## src/ctr_fsm_pkg.sv

```systemverilog
/*
 * Control encodings of the AES-CTR counter unit.
 * Increment FSM state enum and command opcode enum.
 */

`default_nettype none

package ctr_fsm_pkg;

  ////////////////////////////////////////
  // Increment FSM states
  ////////////////////////////////////////

  // Hand-picked codes, every pair 4 bits apart
  // Any other 6-bit value is treated as a fault
  typedef enum logic [5:0] {
    CTR_IDLE  = 6'b011101,
    CTR_INCR  = 6'b110000,
    CTR_ERROR = 6'b001010
  } ctr_state_e;

  ////////////////////////////////////////
  // Command opcodes
  ////////////////////////////////////////

  // 2'b00 and 2'b11 are illegal
  typedef enum logic [1:0] {
    CTR_OP_LOAD = 2'b01,
    CTR_OP_INCR = 2'b10
  } ctr_op_e;

endpackage

`default_nettype wire

```

## src/aes_ctr_pkg.sv

```systemverilog
/*
 * Data layout of the AES-CTR counter block.
 * Counter width, slice geometry and the counter word union
 * shared by the register, the increment FSM and the command front end.
 */

`default_nettype none

package aes_ctr_pkg;

  ////////////////////////////////////////
  // Counter geometry
  ////////////////////////////////////////

  // Full counter block, one AES block wide
  parameter int unsigned CtrWidth = 128;

  // Bits handled per increment step
  parameter int unsigned SliceSizeCtr = 16;

  // Steps per full increment
  parameter int unsigned NumSlices = CtrWidth / SliceSizeCtr;

  // Enough bits to address every slice
  parameter int unsigned SliceIdxWidth = $clog2(NumSlices);

  ////////////////////////////////////////
  // Counter word
  ////////////////////////////////////////

  // One 128-bit word, two views
  // full is used for whole-word load and result output,
  // slice is used by the serial increment, slice[0] is least significant
  typedef union packed {
    logic [CtrWidth-1:0]                      full;
    logic [NumSlices-1:0][SliceSizeCtr-1:0]   slice;
  } ctr_word_u;

endpackage

`default_nettype wire
```

## src/aes_ctr_unit.sv

```systemverilog
/*
 * AES-CTR slice-serial counter unit, top level.
 * Command front end, increment FSM and counter register.
 */

`timescale 1ns/100ps
`default_nettype none

module aes_ctr_unit (
  input  logic                   clk_i,
  input  logic                   rst_ni,

  // Command port
  input  logic                   cmd_valid_i,
  output logic                   cmd_ready_o,
  input  ctr_fsm_pkg::ctr_op_e   cmd_op_i,
  input  aes_ctr_pkg::ctr_word_u cmd_data_i,

  // Result port
  output logic                   ctr_valid_o,
  input  logic                   ctr_ready_i,
  output aes_ctr_pkg::ctr_word_u ctr_o,

  // Local fault, held until reset
  output logic                   alert_o
);

  import aes_ctr_pkg::*;

  // Front end to FSM
  logic                     incr;
  logic                     incr_err;
  logic                     idle;

  // Front end to register
  logic                     load_we;
  ctr_word_u                load_data;
  ctr_word_u                ctr_q;

  // FSM to register
  logic [SliceIdxWidth-1:0] slice_idx;
  logic [SliceSizeCtr-1:0]  slice_rd;
  logic [SliceSizeCtr-1:0]  slice_wr;
  logic                     slice_we;

  ////////////////////////////////////////
  // Command front end
  ////////////////////////////////////////

  ctr_cmd_ctrl ctr_cmd_ctrl_i (
    .clk_i       (clk_i),
    .rst_ni      (rst_ni),
    .cmd_valid_i (cmd_valid_i),
    .cmd_ready_o (cmd_ready_o),
    .cmd_op_i    (cmd_op_i),
    .cmd_data_i  (cmd_data_i),
    .ctr_valid_o (ctr_valid_o),
    .ctr_ready_i (ctr_ready_i),
    .ctr_o       (ctr_o),
    .fsm_idle_i  (idle),
    .alert_i     (alert_o),
    .incr_o      (incr),
    .incr_err_o  (incr_err),
    .load_we_o   (load_we),
    .load_data_o (load_data),
    .ctr_q_i     (ctr_q)
  );

  ////////////////////////////////////////
  // Increment FSM and counter
  ////////////////////////////////////////

  ctr_fsm ctr_fsm_i (
    .clk_i           (clk_i),
    .rst_ni          (rst_ni),
    .incr_i          (incr),
    .incr_err_i      (incr_err),
    .idle_o          (idle),
    .alert_o         (alert_o),
    .ctr_slice_idx_o (slice_idx),
    .ctr_slice_i     (slice_rd),
    .ctr_slice_o     (slice_wr),
    .ctr_we_o        (slice_we)
  );

  ctr_reg ctr_reg_i (
    .clk_i        (clk_i),
    .rst_ni       (rst_ni),
    .load_we_i    (load_we),
    .load_data_i  (load_data),
    .slice_we_i   (slice_we),
    .slice_idx_i  (slice_idx),
    .slice_data_i (slice_wr),
    .slice_o      (slice_rd),
    .ctr_o        (ctr_q)
  );

endmodule

`default_nettype wire

```

## src/ctr_cmd_ctrl.sv

```systemverilog
/*
 * Command front end of the AES-CTR counter unit.
 * Valid/ready command input, opcode decode, illegal-opcode detection,
 * increment sequencing and the valid/ready result output stage.
 */

`timescale 1ns/100ps
`default_nettype none

module ctr_cmd_ctrl (
  input  logic                   clk_i,
  input  logic                   rst_ni,

  // Command port
  input  logic                   cmd_valid_i,
  output logic                   cmd_ready_o,
  input  ctr_fsm_pkg::ctr_op_e   cmd_op_i,
  input  aes_ctr_pkg::ctr_word_u cmd_data_i,

  // Result port
  output logic                   ctr_valid_o,
  input  logic                   ctr_ready_i,
  output aes_ctr_pkg::ctr_word_u ctr_o,

  // Increment FSM handshake
  input  logic                   fsm_idle_i,
  input  logic                   alert_i,
  output logic                   incr_o,
  output logic                   incr_err_o,

  // Counter register access
  output logic                   load_we_o,
  output aes_ctr_pkg::ctr_word_u load_data_o,
  input  aes_ctr_pkg::ctr_word_u ctr_q_i
);

  import aes_ctr_pkg::*;
  import ctr_fsm_pkg::*;

  // Front end states
  localparam logic [1:0] IDLE      = 2'd0;
  localparam logic [1:0] LOAD      = 2'd1;
  localparam logic [1:0] WAIT_INCR = 2'd2;
  localparam logic [1:0] OUT       = 2'd3;

  logic [1:0] state_d, state_q;

  // Decoded op, then registered pulse one cycle later
  logic       incr_go_q, err_go_q;
  logic       incr_q, err_q;

  // Command word and held result
  ctr_word_u  data_q, out_q;

  logic       cmd_accept;
  logic       op_legal;
  logic       incr_done;

  ////////////////////////////////////////
  // Handshake and decode
  ////////////////////////////////////////

  // Only one command in flight, none after an alert
  assign cmd_ready_o = (state_q == IDLE) && !alert_i;
  assign cmd_accept  = cmd_valid_i && cmd_ready_o;
  assign op_legal    = (cmd_op_i == CTR_OP_LOAD) || (cmd_op_i == CTR_OP_INCR);

  // FSM back in idle after the start pulse went out
  // Illegal ops never get here, the FSM sits in error
  assign incr_done = (state_q == WAIT_INCR) && fsm_idle_i &&
                     !incr_go_q && !incr_q && !err_go_q && !err_q;

  always_comb begin
    state_d = state_q;
    unique case (state_q)
      IDLE: begin
        if (cmd_accept) begin
          state_d = (cmd_op_i == CTR_OP_LOAD) ? LOAD : WAIT_INCR;
        end
      end
      LOAD:      state_d = OUT;
      WAIT_INCR: begin
        if (incr_done) begin
          state_d = OUT;
        end
      end
      OUT: begin
        // Result leaves on the output handshake
        if (ctr_ready_i) begin
          state_d = IDLE;
        end
      end
      default:   state_d = IDLE;
    endcase
  end

  ////////////////////////////////////////
  // Control registers
  ////////////////////////////////////////

  always_ff @(posedge clk_i or negedge rst_ni) begin
    if (!rst_ni) begin
      state_q   <= IDLE;
      incr_go_q <= 1'b0;
      err_go_q  <= 1'b0;
      incr_q    <= 1'b0;
      err_q     <= 1'b0;
    end else begin
      state_q   <= state_d;
      incr_go_q <= cmd_accept && (cmd_op_i == CTR_OP_INCR);
      err_go_q  <= cmd_accept && !op_legal;
      // Start pulse only toward an idle FSM
      incr_q    <= incr_go_q && fsm_idle_i;
      err_q     <= err_go_q;
    end
  end

  ////////////////////////////////////////
  // Payload registers
  ////////////////////////////////////////

  always_ff @(posedge clk_i) begin
    if (cmd_accept) begin
      data_q <= cmd_data_i;
    end
    // Load result is the word just written
    if (state_q == LOAD) begin
      out_q <= data_q;
    end else if (incr_done) begin
      out_q <= ctr_q_i;
    end
  end

  // Outputs
  assign load_we_o   = (state_q == LOAD);
  assign load_data_o = data_q;
  assign incr_o      = incr_q;
  assign incr_err_o  = err_q;
  assign ctr_valid_o = (state_q == OUT);
  assign ctr_o       = out_q;

endmodule

`default_nettype wire

```

## src/ctr_fsm.sv

```systemverilog
/*
 * Slice-serial increment FSM for the AES-CTR counter.
 * Adds one to the counter a slice at a time, LSB slice first,
 * always walks all slices. Terminal error state raises alert_o.
 */

`timescale 1ns/100ps
`default_nettype none

module ctr_fsm (
  input  logic                                  clk_i,
  input  logic                                  rst_ni,

  // Control from the command front end
  input  logic                                  incr_i,
  input  logic                                  incr_err_i,
  output logic                                  idle_o,
  output logic                                  alert_o,

  // Slice access to the counter register
  output logic [aes_ctr_pkg::SliceIdxWidth-1:0] ctr_slice_idx_o,
  input  logic [aes_ctr_pkg::SliceSizeCtr-1:0]  ctr_slice_i,
  output logic [aes_ctr_pkg::SliceSizeCtr-1:0]  ctr_slice_o,
  output logic                                  ctr_we_o
);

  import aes_ctr_pkg::*;
  import ctr_fsm_pkg::*;

  // State and datapath registers
  ctr_state_e               state_d, state_q;
  logic [SliceIdxWidth-1:0] slice_idx_d, slice_idx_q;
  logic                     carry_d, carry_q;

  // Slice sum with carry-out on top
  logic [SliceSizeCtr:0]    slice_sum;

  ////////////////////////////////////////
  // Slice adder
  ////////////////////////////////////////

  // Carry in is one on the first slice
  assign slice_sum   = {1'b0, ctr_slice_i} + {{SliceSizeCtr{1'b0}}, carry_q};
  assign ctr_slice_o = slice_sum[SliceSizeCtr-1:0];

  ////////////////////////////////////////
  // FSM
  ////////////////////////////////////////

  always_comb begin
    // Default outputs
    idle_o      = 1'b0;
    ctr_we_o    = 1'b0;
    alert_o     = 1'b0;

    // Hold by default
    state_d     = state_q;
    slice_idx_d = slice_idx_q;
    carry_d     = carry_q;

    unique case (state_q)
      CTR_IDLE: begin
        idle_o = 1'b1;
        if (incr_i) begin
          // Start at slice 0 with carry set
          slice_idx_d = '0;
          carry_d     = 1'b1;
          state_d     = CTR_INCR;
        end
      end

      CTR_INCR: begin
        // Write back, pass carry on, step to next slice
        ctr_we_o    = 1'b1;
        carry_d     = slice_sum[SliceSizeCtr];
        slice_idx_d = slice_idx_q + SliceIdxWidth'(1);
        if (slice_idx_q == SliceIdxWidth'(NumSlices - 1)) begin
          state_d = CTR_IDLE;
        end
      end

      CTR_ERROR: begin
        // Terminal, left only by reset
        alert_o = 1'b1;
      end

      default: begin
        // Corrupted state code
        state_d = CTR_ERROR;
        alert_o = 1'b1;
      end
    endcase

    // Illegal command from the front end overrides everything
    if (incr_err_i) begin
      state_d = CTR_ERROR;
    end
  end

  ////////////////////////////////////////
  // Registers
  ////////////////////////////////////////

  always_ff @(posedge clk_i or negedge rst_ni) begin
    if (!rst_ni) begin
      state_q     <= CTR_IDLE;
      slice_idx_q <= '0;
      carry_q     <= 1'b0;
    end else begin
      state_q     <= state_d;
      slice_idx_q <= slice_idx_d;
      carry_q     <= carry_d;
    end
  end

  // Index goes straight to the register read mux
  assign ctr_slice_idx_o = slice_idx_q;

endmodule

`default_nettype wire

```

## src/ctr_reg.sv

```systemverilog
/*
 * Counter block register.
 * Whole-word load, indexed slice write and combinational slice read.
 */

`timescale 1ns/100ps
`default_nettype none

module ctr_reg (
  input  logic                                  clk_i,
  input  logic                                  rst_ni,

  // Whole-word load from the command front end
  input  logic                                  load_we_i,
  input  aes_ctr_pkg::ctr_word_u                load_data_i,

  // Slice access from the increment FSM
  input  logic                                  slice_we_i,
  input  logic [aes_ctr_pkg::SliceIdxWidth-1:0] slice_idx_i,
  input  logic [aes_ctr_pkg::SliceSizeCtr-1:0]  slice_data_i,
  output logic [aes_ctr_pkg::SliceSizeCtr-1:0]  slice_o,

  // Full view for the output stage
  output aes_ctr_pkg::ctr_word_u                ctr_o
);

  import aes_ctr_pkg::*;

  // Counter storage
  ctr_word_u ctr_q;

  ////////////////////////////////////////
  // Storage
  ////////////////////////////////////////

  // Load wins over a slice write
  // Both never coincide in normal operation
  always_ff @(posedge clk_i or negedge rst_ni) begin
    if (!rst_ni) begin
      ctr_q <= '0;
    end else if (load_we_i) begin
      ctr_q <= load_data_i;
    end else if (slice_we_i) begin
      ctr_q.slice[slice_idx_i] <= slice_data_i;
    end
  end

  ////////////////////////////////////////
  // Read ports
  ////////////////////////////////////////

  // Current slice for the FSM adder
  assign slice_o = ctr_q.slice[slice_idx_i];

  // Whole word for result capture
  assign ctr_o = ctr_q;

endmodule

`default_nettype wire

```

## config.mk

```make
export PLATFORM = sky130hd
export DESIGN_NAME = aes_ctr_unit
export DESIGN_NICKNAME = d
export VERILOG_FILES = /design/src/ctr_fsm_pkg.sv /design/src/aes_ctr_pkg.sv /design/src/aes_ctr_unit.sv /design/src/ctr_cmd_ctrl.sv /design/src/ctr_fsm.sv /design/src/ctr_reg.sv
export SDC_FILE = /design/constraint.sdc
export NUM_CORES = 1
export LEC_CHECK = 0
export ABC_AREA = 1
export BUFFER_PORTS_ARGS = -buffer_cell sky130_fd_sc_hd__buf_4
export CAP_MARGIN = 20
export CORE_MARGIN = 4
export CORE_UTILIZATION = 63
export CTS_BUF_LIST = sky130_fd_sc_hd__clkbuf_8
export CTS_CLUSTER_DIAMETER = 150
export DETAILED_ROUTE_END_ITERATION = 8
export PLACE_DENSITY_LB_ADDON = 0.25
export SLEW_MARGIN = 30
export SYNTH_ARGS = -nofsm -noshare
export SYNTH_HDL_FRONTEND = slang
export SYNTH_SLANG_ARGS = --single-unit
```

## constraint.sdc

```tcl
create_clock -name clk_i -period 10.75 [get_ports clk_i]
set_input_delay 0.5375 -clock clk_i [delete_from_list [all_inputs] [get_ports clk_i]]
set_output_delay 0.5375 -clock clk_i [all_outputs]
set_load 0.01 [all_outputs]
```

==> results of run 1 <==
[cells in the mapped netlist (15+ instances only)]
library cell	n
clkbuf_1	33
nand2_2	16
dfrtp_1	140
nand2_1	775
o21ai_0	73
edfxtp_1	256
o21ai_1	33
inv_2	15
inv_1	102
nand3_1	52
nor2_1	41
o221ai_1	40
[logic make-up (layout without fill, tap and decap cells)]
| kind of cell | count (synthesis) | count (layout) |
|---|---|---|
| buf+inv | 177 | 508 |
| xor+xnor | 2 | 2 |
| flops | 399 | 399 |
| compound gates | 188 | 188 |
| fa+ha+maj | 11 | 11 |
| simple gates | 912 | 912 |
[registers in the layout, indices dropped and copies added, names as in the netlist]
register and cells:
ctr_cmd_ctrl_i.ctr_o 128, ctr_cmd_ctrl_i.load_data_o 128, ctr_reg_i.ctr_o 128, ctr_fsm_i.state_q 5, ctr_fsm_i.ctr_slice_idx_o 3, ctr_cmd_ctrl_i.state_q 2
ctr_cmd_ctrl_i.err_go_q 1, ctr_cmd_ctrl_i.incr_err_o 1, ctr_cmd_ctrl_i.incr_go_q 1, ctr_cmd_ctrl_i.incr_o 1, ctr_fsm_i.carry_q 1
[layer usage]
metal | up-vias | share of wire (%) | routed length, µm
met2 | 890 | 46 | 21800
met1 | 6405 | 39 | 18100
met3 | 123 | 12 | 5450
met4 | 0 | 3.4 | 1590
li1 | 6172 | - | -
met5 | - | 0 | 0
[placed cells by master (no fill, tap or decap), types with 2 or more instances in the layout]
| master | synthesis | routed |
|---|---|---|
| inv_1 | 102 | 128 |
| o221ai_1 | 40 | 40 |
| a21oi_1 | 4 | 4 |
| o22ai_1 | 3 | 3 |
| buf_6 | 9 | 4 |
| o21a_1 | 4 | 4 |
| clkinv_2 | 0 | 5 |
| nand3_2 | 3 | 3 |
| o21ai_1 | 33 | 33 |
| edfxtp_1 | 256 | 256 |
| buf_4 | 4 | 272 |
| dfrtp_1 | 140 | 139 |
| nor2_2 | 14 | 14 |
| nand2_1 | 775 | 774 |
| nand4_2 | 2 | 2 |
| inv_2 | 15 | 15 |
| o21bai_1 | 8 | 8 |
| nor2_1 | 41 | 41 |
| o211ai_1 | 12 | 12 |
| a21boi_0 | 6 | 6 |
| clkbuf_8 | 0 | 76 |
| dfstp_2 | 3 | 3 |
| nand2_2 | 16 | 16 |
| o21ai_0 | 73 | 73 |
| bufinv_16 | 0 | 2 |
| nand3_1 | 52 | 52 |
| nand4_1 | 3 | 3 |
| nor2_4 | 2 | 2 |
| nor3_1 | 2 | 2 |
| ha_1 | 11 | 10 |
| clkinv_1 | 0 | 3 |
[worst paths after layout]
| kind | startpoint | end | slack [ns] |
|---|---|---|---|
| max in group asynchronous | rst_ni | ctr_reg_i.ctr_o[61] | 9.04 |
| worst max register to register | ctr_fsm_i.ctr_slice_idx_o[2] | ctr_reg_i.ctr_o[126] | 7.12 |
| worst min-delay path | cmd_data_i[102] | ctr_cmd_ctrl_i.load_data_o[102] | 0.11 |
| worst max-delay path | ctr_fsm_i.ctr_slice_idx_o[2] | ctr_reg_i.ctr_o[126] | 7.12 |
| min in group asynchronous | rst_ni | ctr_reg_i.ctr_o[67] | 0.50 |
| worst min register to register | ctr_cmd_ctrl_i.err_go_q | ctr_cmd_ctrl_i.incr_err_o | 0.40 |
[power breakdown]
group          total (mW)  switching [mW]  internal (mW)
registers            1.63               0           1.63
logic              0.0514          0.0202         0.0312
clock network        1.26           0.581          0.682
[final cells by class]
class,instances,share of cell area [%]
tap,335,2.04
clock buffer,76,5.10
sequential,399,55.0
clock inverter,37,0.964
inverter,118,2.20
timing repair buffer,277,10.2
multi-input combinational,1113,24.5
[critical path, stage by stage (launching register included)]
cell and delay, ns:
dfrtp_1 0.88, inv_2 0.36, nor2_1 0.30, inv_1 0.10, nor2_1 0.12, inv_2 0.05
nor2_1 0.08, a221oi_1 0.06, o2111ai_1 0.10, ha_1 0.25, ha_1 0.23, nand3_1 0.16
nor2_4 0.21, nand2_2 0.13, inv_2 0.09, nand3_2 0.18, nand3_1 0.13, nand2_1 0.05
[through the flow]
| stage | power [mW] | setup WS, ns |
|---|---|---|
| final | 2.94 | 7.12 |
| after global routing | 3.03 | 6.87 |
| after CTS | 2.94 | 7.21 |
| after detailed placement | 1.71 | 7.20 |
| after global placement | 1.71 | 7.32 |
| after floorplan | 1.66 | 6.05 |
==> flow_metrics.tcl, run 1 <==
set metrics [dict create \
    final_antenna_net_count 0 \
    clockBufferDepth 3 \
    synth.area.mux_share_pct 0 \
    fp.dieArea_um2 29700 \
    synth_area_leaders "edfxtp_1 (45%), dfrtp_1 (21%), nand2_1 (17%)" \
    fp-row-count 59 \
    cts_htree_levels 2 \
    n_antenna_cell 0 \
    avgRoutedWirePerCell_um 19.9 \
    fin_tns_setup_ns 0 \
    hp-class "in -> reg" \
    syn-mean-instance-area_um2 10.1 \
    timing.critical_path.from_type "flip-flop" \
    clk_pin_slew_ns 0.07 \
    antenna_found_initial 0 \
    drive_gt1_share_pct 20.9 \
    final_cell_count_no_fill 2355 \
    synthSimpleGateAreaFrac_pct 21.3 \
    netlist.area_leader.share_pct 45.1 \
    fin_worst_skew_ns 0.0240 \
    crit_type "reg -> reg" \
    clock_tree.root_cell "clkbuf_8" \
    cp.arrival_ns 4.11 \
    portBuffers 264 \
    final-setup-viol-count 0 \
    die_w_um 172 \
    cts_made_buffers 61 \
    clk-insertion-delay-late_ns 0.60 \
    maxCapViolCount 0 \
    grt_pass1_vias 13300 \
    power_density_nw_per_um2 143 \
    drc 0 \
    area_delta_synth_final_pct 20.4 \
    wl_um 47000 \
    synthCells 1689 \
    yosysSeqAreaShare_pct 66.2 \
    global_route.usage.met1_pct 44.8 \
    cts.sinks 399 \
    syn_nets 1834 \
    slew_violations 0 \
    post_dp_cell_area_um2 19200 \
    firstDrtPassIters 6 \
    synth_top_family_by_area "simple AND/OR/NAND/NOR gates" \
    met3_usage_pct 6.47 \
    cts_tree "yes" \
    dp_cells 2241 \
    hold_viol 0 \
    outcome "finished clean" \
    crit_required_ns 11.23 \
    end_kind "flip-flop" \
    initial_utilization_pct 64.6 \
    leakagePower_nw 8.82 \
    rsz0062_at_grt "false" \
    period_share_pct 33.8 \
    cts_resized 0 \
    max_freq_mhz 276 \
    grt_pass1_wl_um 72000 \
    vias 13600 \
    ys_seq_elements 399 \
    finish.utilization_pct 77.8 \
    synth_xor_area_share_pct 0.147 \
    grt_max_degree 99 \
    regArea_um2 11300 \
    slew_headroom_pct 32.0 \
    critPathMaxFanout 18 \
    die_height_um 172 \
    tightest_slew_ns 1.02 \
    whs_path_depth 1 \
    ys_warn_count 0 \
    busiest_layer "met2" \
    routabilityCongestion 0.931 \
    globalRouteMet2Util_pct 49.4 \
    fillers 1748 \
    holdWs_ns 0.110 \
    synth-compound-area-share_pct 7.08 \
    syn_area_um2 17000 \
    grt-ovfl-total 0 \
    io_pins 265 \
    stdcell_area_um2 20500 \
    finalNetCount 2115 \
    synth.distinct_cells 40 \
    async_flop_share_pct 35.8 \
    ir_worst_vdd_mv 0.136 \
    synth-main-ff-cell "edfxtp_1" \
    layout_min_cycle_time_ns 3.63 \
    hpwl_um 30800 \
    core_area_um2 26400 \
    reg2regPathDepth 17 \
    post_cts_buffers 0 \
    synthAdderAreaFrac_pct 0.808 \
    drtIter0Drc 1627 \
    ctsHoldBuffers 1 \
    multiInputGateArea_um2 5020 \
    vias_per_cell 5.77 \
    grt_util_all_layers_pct 31.5 \
    synth_edf_count 256 \
    synth_top_cell_by_area "edfxtp_1" \
]
Note: power is estimated with default switching activity, not from simulation.
==> inputs of run 2 (changes only) <==
--- a/config.mk
+++ b/config.mk
@@ -5,11 +5,11 @@
 export SDC_FILE = /design/constraint.sdc
 export NUM_CORES = 1
 export LEC_CHECK = 0
-export ABC_AREA = 1
+export ABC_AREA = 0
 export BUFFER_PORTS_ARGS = -buffer_cell sky130_fd_sc_hd__buf_4
 export CAP_MARGIN = 20
 export CORE_MARGIN = 4
-export CORE_UTILIZATION = 63
+export CORE_UTILIZATION = 59
 export CTS_BUF_LIST = sky130_fd_sc_hd__clkbuf_8
 export CTS_CLUSTER_DIAMETER = 150
 export DETAILED_ROUTE_END_ITERATION = 8
==> constraint.sdc (replaced) <==
create_clock -name clk_i -period 3.5 [get_ports clk_i]
set_input_delay 0.175 -clock clk_i [delete_from_list [all_inputs] [get_ports clk_i]]
set_output_delay 0.175 -clock clk_i [all_outputs]
set_load 0.01 [all_outputs]
==> flow_metrics.tcl, run 2 <==
set metrics [dict create \
    fp.dieArea_um2 31600 \
    cts_made_buffers 61 \
    clockPowerShare_pct 22.5 \
    io_pins 265 \
    synth.distinct_cells 65 \
    post_cts_buffers 0 \
    final_antenna_net_count 0 \
    crit_family "simple AND/OR/NAND/NOR gates" \
    seq_power_share_pct 44.6 \
    critPathMaxFanout 18 \
    p_total_mw 17.3 \
    critPathMaxStageDelay_ns 0.56 \
    avgRoutedWirePerCell_um 22.6 \
    grt_max_degree 176 \
    switchingPower_mw 5.90 \
    vias 12300 \
    wl_um 47000 \
    n_antenna_cell 0 \
    synth_most_common_cell "edfxtp_1" \
    slowest_stage "or4_4" \
    synthCells 1224 \
    clock_tree.root_cell "clkbuf_8" \
    hold_viol 0 \
    cts.sinks 399 \
    synth_top_cell_by_area "edfxtp_1" \
    portBuffers 264 \
    synth.area.mux_share_pct 10.7 \
    async_flop_share_pct 35.8 \
    synth-main-ff-cell "edfxtp_1" \
    crit_type "reg -> reg" \
    grt_util_all_layers_pct 29.5 \
    initial_utilization_pct 60.5 \
    synthTopCellsByCount "edfxtp_1 (256), dfrtp_1 (140), o21ai_0 (139)" \
    firstDrtPassIters 5 \
    synth_xor_area_share_pct 0.795 \
    hpwl_um 29300 \
    vias_per_cell 5.89 \
    crit_required_ns 3.96 \
    yosysSeqAreaShare_pct 66.3 \
    leakagePower_nw 8.78 \
    maxCapViolCount 0 \
    netlist.area_leader.share_pct 45.2 \
    power_density_nw_per_um2 786 \
    fp-row-count 61 \
    slew_violations 0 \
    die_w_um 178 \
    grt-ovfl-total 0 \
    synthSimpleGateAreaFrac_pct 7.25 \
    drive_gt1_share_pct 29.9 \
    cpMostUsedCell "ha_1" \
    combPwrFrac_pct 32.8 \
    ys_seq_elements 399 \
    fin_worst_skew_ns 0.0393 \
    final_common_cell "buf_4" \
    ys_warn_count 0 \
    antenna_found_initial 1 \
    synth_edf_count 256 \
    area_delta_synth_final_pct 29.7 \
    p_int_mw 11.4 \
    routabilityCongestion 0.920 \
    layout_min_cycle_time_ns 3.25 \
    cp.arrival_ns 3.71 \
    ctsHoldBuffers 132 \
    hp-class "in -> reg" \
    final_cell_mix "buf_4 (287), edfxtp_1 (256), o21ai_0 (139), dfrtp_1 (137), dlygate4sd3_1 (132)" \
    cts_htree_levels 2 \
    final-setup-viol-count 0 \
    die_height_um 178 \
    clockBufferDepth 3 \
    period_share_pct 92.9 \
    drc 0 \
    clk_pin_slew_ns 0.07 \
    fin_tns_setup_ns 0 \
    path_buf_inv 1 \
    drtIter0Drc 1380 \
    ir_worst_vdd_mv 0.494 \
    finalNetCount 1793 \
    syn-mean-instance-area_um2 13.9 \
    tightest_slew_ns 0.980 \
    synth-compound-area-share_pct 10.8 \
    core_area_um2 28100 \
    syn_area_um2 17000 \
    p_sw_share_pct 34.1 \
    crit_chain "buf_4 -> and2_1 -> a22oi_1 -> o221ai_1 -> ha_1 -> ha_1 -> nand3_2 -> or3_4 -> or4_4 -> a21oi_4 -> a221oi_2" \
    clk-insertion-delay-late_ns 0.63 \
    end_kind "flip-flop" \
    grt_pass1_wl_um 71200 \
    syn_nets 1369 \
    slew_headroom_pct 34.2 \
    synth_area_leaders "edfxtp_1 (45%), dfrtp_1 (21%), mux2_2 (5.0%)" \
    cts_resized 0 \
    timing.critical_path.from_type "flip-flop" \
    synthAdderAreaFrac_pct 0.810 \
    max_freq_mhz 307 \
    grt_pass1_vias 12500 \
    synth_top_family_by_area "compound AO/OA/AOI/OAI gates" \
    outcome "finished clean" \
    rsz0062_at_grt "false" \
    cts_tree "yes" \
]
run 2: logic make-up (layout without fill, tap and decap cells):
family	Yosys count	in the layout
AND/OR/NAND/NOR	244	244
adder cells (fa/ha/maj)	11	11
XOR/XNOR	12	12
AO/OA/AOI/OAI	281	281
buffers and inverters	128	605
multiplexers	149	149
flip-flops	399	399
run 2: routing by layer:
layer  vias up  GRT usage, %  share of wire, %
li1       5423             -                 -
met1      6027          39.1                39
met2       692          48.9                49
met3       109          6.67               9.2
met4         2          9.51               2.8
met5         -             0             0.028
run 2: worst min-delay path, cell delays in order:
cell    delay, ns
buf_4        0.11
inv_1        0.05
ha_1         0.13
and3_1       0.15
run 2: path summary, 6_finish.rpt:
check,to,startpoint,slack (ns),cells after the start
max in group asynchronous,ctr_fsm_i.state_q[3],rst_ni,2.47,3
worst min-delay path,ctr_cmd_ctrl_i.incr_go_q,cmd_op_i[0],0.08,4
min in group asynchronous,ctr_reg_i.ctr_o[102],rst_ni,0.21,2
worst max-delay path,ctr_reg_i.ctr_o[24],ctr_fsm_i.ctr_slice_idx_o[0],0.25,11
worst min register to register,ctr_cmd_ctrl_i.incr_err_o,ctr_cmd_ctrl_i.err_go_q,0.37,0
worst max register to register,ctr_reg_i.ctr_o[24],ctr_fsm_i.ctr_slice_idx_o[0],0.25,11
run 2: cell type report:
class / instances / area (µm²)
clock buffer: 73 / 1000
clock inverter: 43 / 246
fill: 1624 / 6050
inverter: 64 / 244
multi-input combinational: 697 / 5200
sequential: 399 / 11300
tap: 378 / 473
timing repair buffer: 425 / 3590
run 2: per-stage QoR:
step / instances / cell area (µm²) / worst slack [ns] / util (%) / hold WS [ns]
2_1_floorplan: 1224 / 17000 / 0.0302 / - / -0.121
3_3_place_gp: 1831 / 19500 / 0.395 / 69.3 / 0.338
3_5_place_dp: 1831 / 19500 / 0.279 / 69.3 / 0.344
4_1_cts: 2079 / 22000 / 0.248 / 78.4 / 0.0458
5_1_grt: 2079 / 22000 / 0.0491 / 78.4 / 0.0589
6_report: 2079 / 22000 / 0.248 / 78.4 / 0.0775
run 2: power groups by stage:
stage / Combinational [mW] / Clock [mW] / Sequential [mW]
2_1_floorplan: 3.17 / 0 / 7.68
3_3_place_gp: 5.31 / 0 / 7.74
3_5_place_dp: 5.47 / 0 / 7.74
4_1_cts: 5.63 / 3.91 / 7.67
5_1_grt: 6.18 / 4.16 / 7.83
6_report: 5.69 / 3.91 / 7.73
